## src/design/mem_test_pkg.sv

```systemverilog
package mem_test_pkg;

    // Bank geometry
    localparam int addr_width     = 8;
    localparam int depth          = 256;
    localparam int data_width     = 32;
    localparam int num_banks      = 4;
    localparam int bank_idx_width = 2;

    localparam logic [addr_width-1:0] max_addr = addr_width'(depth - 1);

    // Galois LFSR with taps from the usual 32-bit table
    localparam logic [data_width-1:0] lfsr_poly      = 32'h8000_0803;
    localparam logic [data_width-1:0] lfsr_seed_init = 32'h0000_0001;

    // Report frame codes
    localparam logic [7:0] frame_pass  = 8'h50;
    localparam logic [7:0] frame_error = 8'h45;

    localparam int byte_idx_width = 4;
    localparam logic [byte_idx_width-1:0] frame_pass_last  = 4'd1;
    localparam logic [byte_idx_width-1:0] frame_error_last = 4'd12;

    typedef struct packed {
        logic                  valid;
        logic                  is_read;
        logic                  last;
        logic [addr_width-1:0] addr;
        logic [data_width-1:0] data;
    } test_op_t;

    typedef struct packed {
        logic                  done;
        logic                  error;
        logic [addr_width-1:0] addr;
        logic [data_width-1:0] expected;
        logic [data_width-1:0] actual;
    } bank_result_t;

    typedef struct packed {
        logic                      enable;
        logic [bank_idx_width-1:0] bank;
        logic [addr_width-1:0]     addr;
        logic [data_width-1:0]     mask;
    } inject_t;

endpackage

```

## src/design/error_reporter.sv

```systemverilog
`timescale 1ns/100ps

module error_reporter (
    input  logic                       clk,
    input  logic                       arst_n,
    input  mem_test_pkg::bank_result_t results [mem_test_pkg::num_banks],
    output logic [7:0]                 tx_data,
    output logic                       tx_data_ready,
    input  logic                       tx_data_accepted,
    output logic                       report_busy
);

    // First error of the pass
    logic                                    have_err;
    logic [mem_test_pkg::bank_idx_width-1:0] err_bank;
    logic [mem_test_pkg::addr_width-1:0]     err_addr;
    logic [mem_test_pkg::data_width-1:0]     err_expected;
    logic [mem_test_pkg::data_width-1:0]     err_actual;
    logic [7:0]                              err_cnt;
    logic [7:0]                              pass_cnt;

    // Frame output
    logic                                    sending;
    logic [mem_test_pkg::byte_idx_width-1:0] byte_idx;
    logic                                    last_byte;

    logic                                    any_err;
    logic [mem_test_pkg::bank_idx_width-1:0] first_bank;
    logic [7:0]                              cycle_errs;
    logic [8:0]                              cnt_sum;

    // Lowest bank wins, so scan downward and let the last hit stand
    always_comb begin
        any_err    = 1'b0;
        first_bank = '0;
        cycle_errs = '0;
        for (int i = mem_test_pkg::num_banks - 1; i >= 0; i--) begin
            if (results[i].error) begin
                any_err    = 1'b1;
                first_bank = i[mem_test_pkg::bank_idx_width-1:0];
                cycle_errs = cycle_errs + 8'd1;
            end
        end
    end

    assign cnt_sum = {1'b0, err_cnt} + {1'b0, cycle_errs};

    assign last_byte = have_err ? (byte_idx == mem_test_pkg::frame_error_last)
                                : (byte_idx == mem_test_pkg::frame_pass_last);

    always_ff @(posedge clk or negedge arst_n) begin
        if (!arst_n) begin
            have_err <= 1'b0;
            err_cnt  <= '0;
        end else if (sending && tx_data_accepted && last_byte) begin
            have_err <= 1'b0;
            err_cnt  <= '0;
        end else if (any_err) begin
            have_err <= 1'b1;
            err_cnt  <= cnt_sum[8] ? 8'hff : cnt_sum[7:0];
        end
    end

    always_ff @(posedge clk) begin
        if (any_err && !have_err) begin
            err_bank     <= first_bank;
            err_addr     <= results[first_bank].addr;
            err_expected <= results[first_bank].expected;
            err_actual   <= results[first_bank].actual;
        end
    end

    // Bank 0 done marks the end of a pass
    always_ff @(posedge clk or negedge arst_n) begin
        if (!arst_n) begin
            sending  <= 1'b0;
            byte_idx <= '0;
            pass_cnt <= '0;
        end else if (results[0].done) begin
            pass_cnt <= pass_cnt + 8'd1;
            sending  <= 1'b1;
            byte_idx <= '0;
        end else if (sending && tx_data_accepted) begin
            if (last_byte) begin
                sending <= 1'b0;
            end else begin
                byte_idx <= byte_idx + 1'b1;
            end
        end
    end

    always_comb begin
        tx_data = pass_cnt;
        if (!have_err) begin
            if (byte_idx == '0) begin
                tx_data = mem_test_pkg::frame_pass;
            end
        end else begin
            case (byte_idx)
                4'd0:    tx_data = mem_test_pkg::frame_error;
                4'd1:    tx_data = 8'(err_bank);
                4'd2:    tx_data = err_addr;
                4'd3:    tx_data = err_expected[31:24];
                4'd4:    tx_data = err_expected[23:16];
                4'd5:    tx_data = err_expected[15:8];
                4'd6:    tx_data = err_expected[7:0];
                4'd7:    tx_data = err_actual[31:24];
                4'd8:    tx_data = err_actual[23:16];
                4'd9:    tx_data = err_actual[15:8];
                4'd10:   tx_data = err_actual[7:0];
                4'd11:   tx_data = err_cnt;
                default: tx_data = pass_cnt;
            endcase
        end
    end

    assign tx_data_ready = sending;
    assign report_busy   = sending;

endmodule

```

## config.mk

```make
export PLATFORM = sky130hd
export DESIGN_NAME = error_reporter
export DESIGN_NICKNAME = d
export VERILOG_FILES = /design/src/design/mem_test_pkg.sv /design/src/design/error_reporter.sv
export SDC_FILE = /design/constraint.sdc
export NUM_CORES = 1
export LEC_CHECK = 0
export ABC_AREA = 1
export ABC_CLOCK_PERIOD_IN_PS = 5300
export BUFFER_PORTS_ARGS = -buffer_cell sky130_fd_sc_hd__buf_2
export CORE_ASPECT_RATIO = 0.8
export CORE_MARGIN = 4
export CORE_UTILIZATION = 48
export CTS_CLUSTER_SIZE = 28
export DETAILED_ROUTE_END_ITERATION = 16
export PLACE_DENSITY_LB_ADDON = 0.3
export SLEW_MARGIN = 20
export SYNTH_ARGS = -nofsm -noshare
export SYNTH_HDL_FRONTEND = slang
export SYNTH_SLANG_ARGS = --single-unit
```

## constraint.sdc

```tcl
create_clock -name clk -period 5.3 [get_ports clk]
set_input_delay 0.53 -clock clk [delete_from_list [all_inputs] [get_ports clk]]
set_output_delay 0.53 -clock clk [all_outputs]
set_load 0.03 [all_outputs]
```

Word-level counts from Yosys, hierarchy flattened
Cells that the tools add are included.

cells by class
  add/sub/neg operators = 6
  reduce and logical (&&, ||, !) cells = 10
  equality and inequality tests = 13
  bitwise operators = 1
  mux-type cells = 30
  $lt $le $gt $ge = 1

operators with widths
  kind                   number
  $bmux W74 S2           1
  $mux W72               2
  $pmux W8 S12           1
  $mux W8                8
  $add A8 B1 Y8 const B  4
  $eq A4 B4 Y1 const B   5
  $eq A4 B3 Y1 const B   4
  $mux W4                3
  $mux W1                11
  $add A8 B8 Y9          1
  $eq A4 B2 Y1 const B   2
  $mux W2                4
  $reduce_bool A2 Y1     3
  $add A4 B1 Y4 const B  1
  $eq A4 B1 Y1 const B   1
  $logic_not A4 Y1       1
  $reduce_and A2 Y1      2
  $ge A3 B3 Y1 const B   1
  $logic_and A1 B1 Y1    3
  $not A2 Y3             1
  $ne A2 B2 Y1 const B   1
  $logic_not A1 Y1       1

storage, ports and cells
  register bits after elaboration = 96
  word-level logic and storage cells = 70
  output and inout port bits = 10
  bits of input ports = 299

Longest topological paths before layout
Gate-level depths: netlist of run 1.

  word-level depth = 11
  mapped depth = 17
  depth with buffers taken out = 16

Worst setup path after synthesis of run 1
No wires, ideal clock.

  path type = input to register
  start = input port results[220] (netlist bit)
  end = register err_actual[0] (netlist bit) (enable)
  setup time = 0.507 ns
  cell stages on the path = 5
  required time = 4.793 ns
  data arrival time = 4.029 ns
  buffers on the path = 1
  setup slack = 0.764 ns
  path through = buf_2 > inv_1 > nand3_1 > inv_1 > nor2_1

between the ends
  cells in the longest elaborated chain, start to end = 3

ends and longest elaborated chain
  item                  RTL line              source
  from (decl)           error_reporter.sv:6   input mem_test_pkg::bank_result_t results [mem_test_pkg::num_banks],
  $mux W1 (2 in a row)  error_reporter.sv:38  if (results[i].error) begin
  $logic_and A1 B1 Y1   error_reporter.sv:65  if (any_err && !have_err) begin
  to (signal assigned)  error_reporter.sv:69  err_actual <= results[first_bank].actual;
  to (decl)             error_reporter.sv:18  logic [mem_test_pkg::data_width-1:0] err_actual;

Every way passes these cells.
A chain may end at the register's enable or synchronous reset.

Worst setup path after layout of run 1
  start = register byte_idx[3] (netlist bit)
  end = output port tx_data[6]

between the ends
  cells in the longest elaborated chain, start to end = 3
  elaborated cells between the ends (all ways) = 15
  classes of those cells = eq/ne (11); mux (3); reduce/logical (1)

ends and longest elaborated chain
  item                                            RTL line                                    source
  from (decl)                                     error_reporter.sv:24                        logic [mem_test_pkg::byte_idx_width-1:0] byte_idx;
  from (signal assigned)                          error_reporter.sv:87                        byte_idx <= byte_idx + 1'b1;
  $eq A4 B4 Y1, or another cell as far along      error_reporter.sv:99                        case (byte_idx)
  $pmux W8 S12 / $mux W8 (equally long branches)  error_reporter.sv:99, error_reporter.sv:95
  $mux W8 *                                       error_reporter.sv:94                        if (!have_err) begin
  to (decl)                                       error_reporter.sv:7                         output logic [7:0] tx_data,

Mark *: on every way between the ends. The rest lies on a longest branch, timed or not.

==> results.yml, run 1 <==
sta:
  fin_tns_setup_ps: 0
  finClkSkew_ps: 8.420
  setup_viol: 0
  period_share_pct: 64.58
  finalCriticalPeriod_ps: 3423
  slew_violations: 0
  rsz0062_at_grt: "no"
  max_freq_ghz: 0.2922
  maxSlewHeadroom_pct: 30.52
  worst_slack_ps: 1877
  tightestPinTransition_ps: 1042
  hold_violations: 0
cells_and_area:
  fin_util_pct: 62.51
  final_area_um2: 8559
  area_delta_synth_final_pct: 26.15
  multiInputGateArea_um2: 3463
  drive_above_1_share_pct: 29.21
  mostFrequentLayoutCell: "buf_2"
  regArea_um2: 2773
  fillerInstances: 1266
  fin_nets: 1481
  final_cell_mix: "buf_2 (305), nor2_1 (181), o21ai_0 (162), nand2_1 (131), edfxtp_1 (74)"
critical_path:
  worstPathRequired_ps: 4770
  worstPathArrival_ps: 2890
  r2r_slack_ps: 2870
  critPathMaxFanout: 25
  crit_type: "reg2out"
  worstSetupStartpointType: "register"
  end_kind: "output port"
clock_network:
  cts_tree: "done"
  clock_sinks: 96
  cts_root_buffer: "clkbuf_16"
  clk_path_buf_depth: 2
  cts-hold-fix-buffers: 0
  cts_made_buffers: 9
  ctsResizeCount: 0
  clk_pin_slew_ps: 70
  htreeDepth: 3
  post_cts_buffers: 0
  worst_skew_pair.late_latency_ps: 340
route:
  dr.pass1.iters: 5
  wl_per_cell_um: 16.31
  remaining_drc_errors: 0
  viasPerCell: 5.493
  vias: 7427
  drt_iter0_drc: 632
  drt_wl_total_um: 22050
  ant_nets: 0
global_routing:
  busiest_layer: "met2"
  grt_start_max_net_pins: 99
  grtUsageMet3_pct: 5.010
  grtUsageMet1_pct: 33.51
  grtUsageMet2_pct: 43.53
  grt_pass1_wl_um: 32800
  antenna_found_initial: 1
  grt_usage_pct: 25.48
  overflow: 0
  grt_pass1_vias: 6576
power:
  peakVddDrop_mv: 0.2078
  p_leak_uw: 0.004013
  power.density_nw_per_um2: 286.1
yosys:
  synth_area_leaders: "edfxtp_1 (33%), o21ai_0 (12%), nor2_1 (10%)"
  synth.net_count: 1227
  synth_edf_count: 74
  synth_area_leader_cell: "edfxtp_1"
  synthFlopType: "edfxtp_1"
  synth-seq-cells: 96
  yosysSeqAreaShare_pct: 40.86
  ys_warn_count: 0
  post-synth-top-area-fraction_pct: 32.75
  avgSynthCellArea_um2: 7.440
  synthCells: 912
  ys_types: 32
  async_reset_ff_share_pct: 22.92
  syn-cell-area_um2: 6785
placed_design:
  gp_congestion: 0.9119
  place_area_um2: 8230
  port_buffers: 305
  hpwl_um: 16490
  preCtsSetupSlack_ps: 2237
floorplan:
  die_x_um: 140.9
  die-area_um2: 16110
  coreArea_um2: 13690
  start_util_pct: 49.55
  placementRows: 38
  dieHeight_um: 114.3
  io_pins: 309
outcome:
  status: "finished clean"
min_path:
  hold_path_class: "in2async"
run:
  max_cap_violations: 0
==> state kept, by name, summed over array words and instances, names as in the netlist <==
register	cells
report_busy	1
pass_cnt	8
have_err	1
err_cnt	8
byte_idx	4
err_expected	32
err_actual	32
err_bank	2
err_addr	8
==> critical path: stages, from the launching register on <==
cell and delay, ps:
dfrtp_1 960, inv_2 400, nor2_2 350, o21ai_0 140
nand2_1 110, nor2_2 90, nand3_1 80, nand2_1 60
nand2_1 70, nand2_1 90, buf_2 190
==> synthesized netlist by cell type, types with 15 or more instances <==
cell	n
nor2_1	182
o21ai_0	162
nand2_1	131
edfxtp_1	74
o22ai_1	72
nand3_1	56
inv_1	44
nand4_1	42
buf_2	30
clkbuf_1	26
dfrtp_1	22
ha_1	15
==> through the flow <==
step,cells,power (µW),hold slack [ps]
floorplan,912,1488,234.4
global placement,1335,1730,489.5
detailed placement,1335,1750,494.9
CTS,1351,2447,157.6
global route,1352,2588,180.9
finish,1352,2449,147.3
==> power by group <==
part	switching (µW)	internal, µW
clock network	281	418
registers	81.6	887
logic	478	302
total	841	1610
==> cell families (layout without fill, tap and decap cells) <==
family | Yosys count | count (layout) | synth area share [%]
AND/OR/NAND/NOR | 419 | 419 | 26.11
other | 1 | 2 | 0.05527
buffers and inverters | 119 | 378 | 8.280
XOR/XNOR | 13 | 13 | 1.678
AO/OA/AOI/OAI | 248 | 248 | 19.95
adder cells (fa/ha/maj) | 16 | 16 | 3.061
flip-flops | 96 | 96 | 40.86
==> final cells by class <==
type	count	share of cell area, %
repair buffers	312	18.45
clock inverters	7	1.184
multi-input cells	697	40.46
well taps	180	2.631
flip-flops and latches	96	32.39
inverters	50	2.222
diodes	1	0.02924
clock buffers	9	2.631
==> layer usage <==
metal | wire length (µm) | up-vias
met3 | 1710 | 32
met2 | 10910 | 326
met4 | 401 | 0
li1 | - | 3695
met5 | 0 | -
met1 | 9033 | 3374
==> final timing paths <==
kind,from,to,cells past startpoint
min in group clk,results[295],pass_cnt[0]$_DFFE_PN0P_,2
max,byte_idx[3]$_DFFE_PN0P_,tx_data[6],10
min,arst_n,pass_cnt[6]$_DFFE_PN0P_,1
min reg2reg,pass_cnt[7]$_DFFE_PN0P_,pass_cnt[7]$_DFFE_PN0P_,1
max in group asynchronous,arst_n,report_busy$_DFFE_PN0P_,1
max reg2reg,byte_idx[3]$_DFFE_PN0P_,err_cnt[7]$_DFFE_PN0P_,8
(Power assumes the default switching activity.)
==> run 2: changes to the inputs <==
ABC_CLOCK_PERIOD_IN_PS = 3000   (was 5300)
CORE_UTILIZATION = 44   (was 48)
clock period = 3 ns   (was 5.3 ns; I/O delays follow)
==> run 2 against run 1 <==
Net effect:
- design area rose by 0.95%
- total power up 70%
- cell count increased by 2.7%
- count of clock-buffer cells in the layout up 3
- global-route usage down 0.92 points
- worst hold slack improved by 86 ps
- first-iteration DRC count down 12%
- sequential cell count is the same
- die area is 8.5% higher
==> results.yml, run 2 (synthesis gave the netlist of run 1 again) <==
clock_network:
  cts_root_buffer: "clkbuf_16"
  clock_sinks: 96
  post_cts_buffers: 0
  cts_made_buffers: 9
  clk_pin_slew_ps: 70
  worst_skew_pair.late_latency_ps: 340
  clk_path_buf_depth: 2
  cts_tree: "done"
  htreeDepth: 3
sta:
  finalCriticalPeriod_ps: 2772
  finClkSkew_ps: 4.702
  max_freq_ghz: 0.3608
  hold_violations: 0
  fin_tns_setup_ps: 0
  maxSlewHeadroom_pct: 52.61
  tightestPinTransition_ps: 710.8
  setup_viol: 0
  slew_violations: 0
  rsz0062_at_grt: "no"
  period_share_pct: 92.40
global_routing:
  grt_pass1_wl_um: 34670
  grt_start_max_net_pins: 145
  overflow: 0
  antenna_found_initial: 1
  grt_usage_pct: 24.56
  grt_pass1_vias: 6935
route:
  vias: 7486
  drt_wl_total_um: 22530
  viasPerCell: 5.393
  dr.pass1.iters: 5
  ant_nets: 0
  remaining_drc_errors: 0
  drt_iter0_drc: 557
  wl_per_cell_um: 16.23
critical_path:
  critPathMaxFanout: 21
  worstPathRequired_ps: 2700
  worstPathArrival_ps: 2470
  r2r_slack_ps: 790
  r2r_end: "err_cnt[0]$_DFFE_PN0P_"
  worstSetupStartpointType: "register"
  end_kind: "output port"
  rr_worst_depth: 8
  crit_type: "reg2out"
  r2r_start: "byte_idx[2]$_DFFE_PN0P_"
min_path:
  whs_endpoint: "pass_cnt[0]$_DFFE_PN0P_"
  min_path_cells: 2
  hold_path_class: "in2reg"
  hold_start: "results[295]"
cells_and_area:
  final_area_um2: 8641
  fillerInstances: 1426
  area_delta_synth_final_pct: 27.35
  fin_nets: 1487
  top_regs: "err_actual: 32 flops, err_expected: 32 flops"
  mostFrequentLayoutCell: "buf_2"
  drive_above_1_share_pct: 29.48
  final_cell_mix: "buf_2 (305), nor2_1 (181), o21ai_0 (162), nand2_1 (131), edfxtp_1 (74)"
placed_design:
  port_buffers: 305
  gp_congestion: 0.9420
  hpwl_um: 17090
  place_area_um2: 8356
floorplan:
  coreArea_um2: 15060
  start_util_pct: 45.04
  die_x_um: 146.8
  dieHeight_um: 119.1
  io_pins: 309
  placementRows: 40
  die-area_um2: 17480
run:
  max_cap_violations: 0
power:
  power.density_nw_per_um2: 481.4
  peakVddDrop_mv: 0.2669
  p_leak_uw: 0.004016
outcome:
  status: "finished clean"
run 2: changes by cell type in the layout (fill, tap and decap cells not counted), sizes merged:
cell	delta
clkbuf	+3
inv	-1
bufinv	-2
buf	+5
clkinv	-1
clkinvlp	+1
dlygate4sd3	+1
run 2: through the flow:
step / util (%) / power, µW / hold slack (ps) / worst slack (ps) / cells
after floorplan: - / 2628 / 4.409 / 603.6 / 912
after global placement: 55.47 / 3098 / 315.0 / 259.3 / 1370
after detailed placement: 55.47 / 3123 / 314.5 / 188.0 / 1370
after CTS: 57.31 / 4165 / 228.1 / 165.9 / 1387
after global routing: 57.36 / 4412 / 254.2 / 25.37 / 1388
final: 57.36 / 4160 / 232.8 / 228.1 / 1388
run 2: how the worst max path moves through the flow:
stage                     cells after the start               startpoint                endpoint  slack (ps)
after floorplan                              13              results[72]  err_cnt[6]$_DFFE_PN0P_         600
after global placement                       14              results[72]  err_cnt[6]$_DFFE_PN0P_         260
after detailed placement                     14              results[72]  err_cnt[3]$_DFFE_PN0P_         190
after CTS                                     9  byte_idx[0]$_DFFE_PN0P_              tx_data[4]         170
after global routing                         11  byte_idx[0]$_DFFE_PN0P_              tx_data[6]          30
final                                        10  byte_idx[2]$_DFFE_PN0P_              tx_data[0]         230
run 2: cell type report:
type | instances | area [µm²] | area share, %
Multi-Input combinational cell | 697 | 3471 | 40.17
Sequential cell | 96 | 2773 | 32.09
Timing Repair Buffer | 318 | 1677 | 19.40
Tap cell | 210 | 262.8 | 3.041
Clock buffer | 12 | 236.5 | 2.737
Inverter | 50 | 190.2 | 2.201
Clock inverter | 4 | 28.78 | 0.3330
Antenna cell | 1 | 2.502 | 0.02896
run 2: repair_timing:
action | CTS | global route
hold endpoints to repair | 22 | 0
hold buffers | 1 | 0
gates resized for setup | 1 | 2
setup endpoints to repair | 4 | 8
run 2: power breakdown:
| group | total [µW] | switching [µW] | internal, µW |
|---|---|---|---|
| combinational | 1390 | 842 | 550 |
| clock | 1050 | 482 | 565 |
| sequential | 1720 | 152 | 1570 |
run 2: worst max-delay path, cell delays in order, from the launching register on:
cell and delay [ps]:
dfrtp_1 570, nor2_4 490, nand2_1 320, nand2_1 190
nor2_1 60, nand2_1 60, nor2_1 60, nand2_1 60
nand2_1 50, nand2_1 80, buf_2 200
run 2: routing by layer:
layer / wire length, µm / track usage, % / up-vias
met5: 0 / 0 / -
met4: 561 / 7.638 / 0
met3: 1900 / 5.439 / 40
met2: 10960 / 40.89 / 330
met1: 9110 / 32.01 / 3413
li1: - / - / 3703
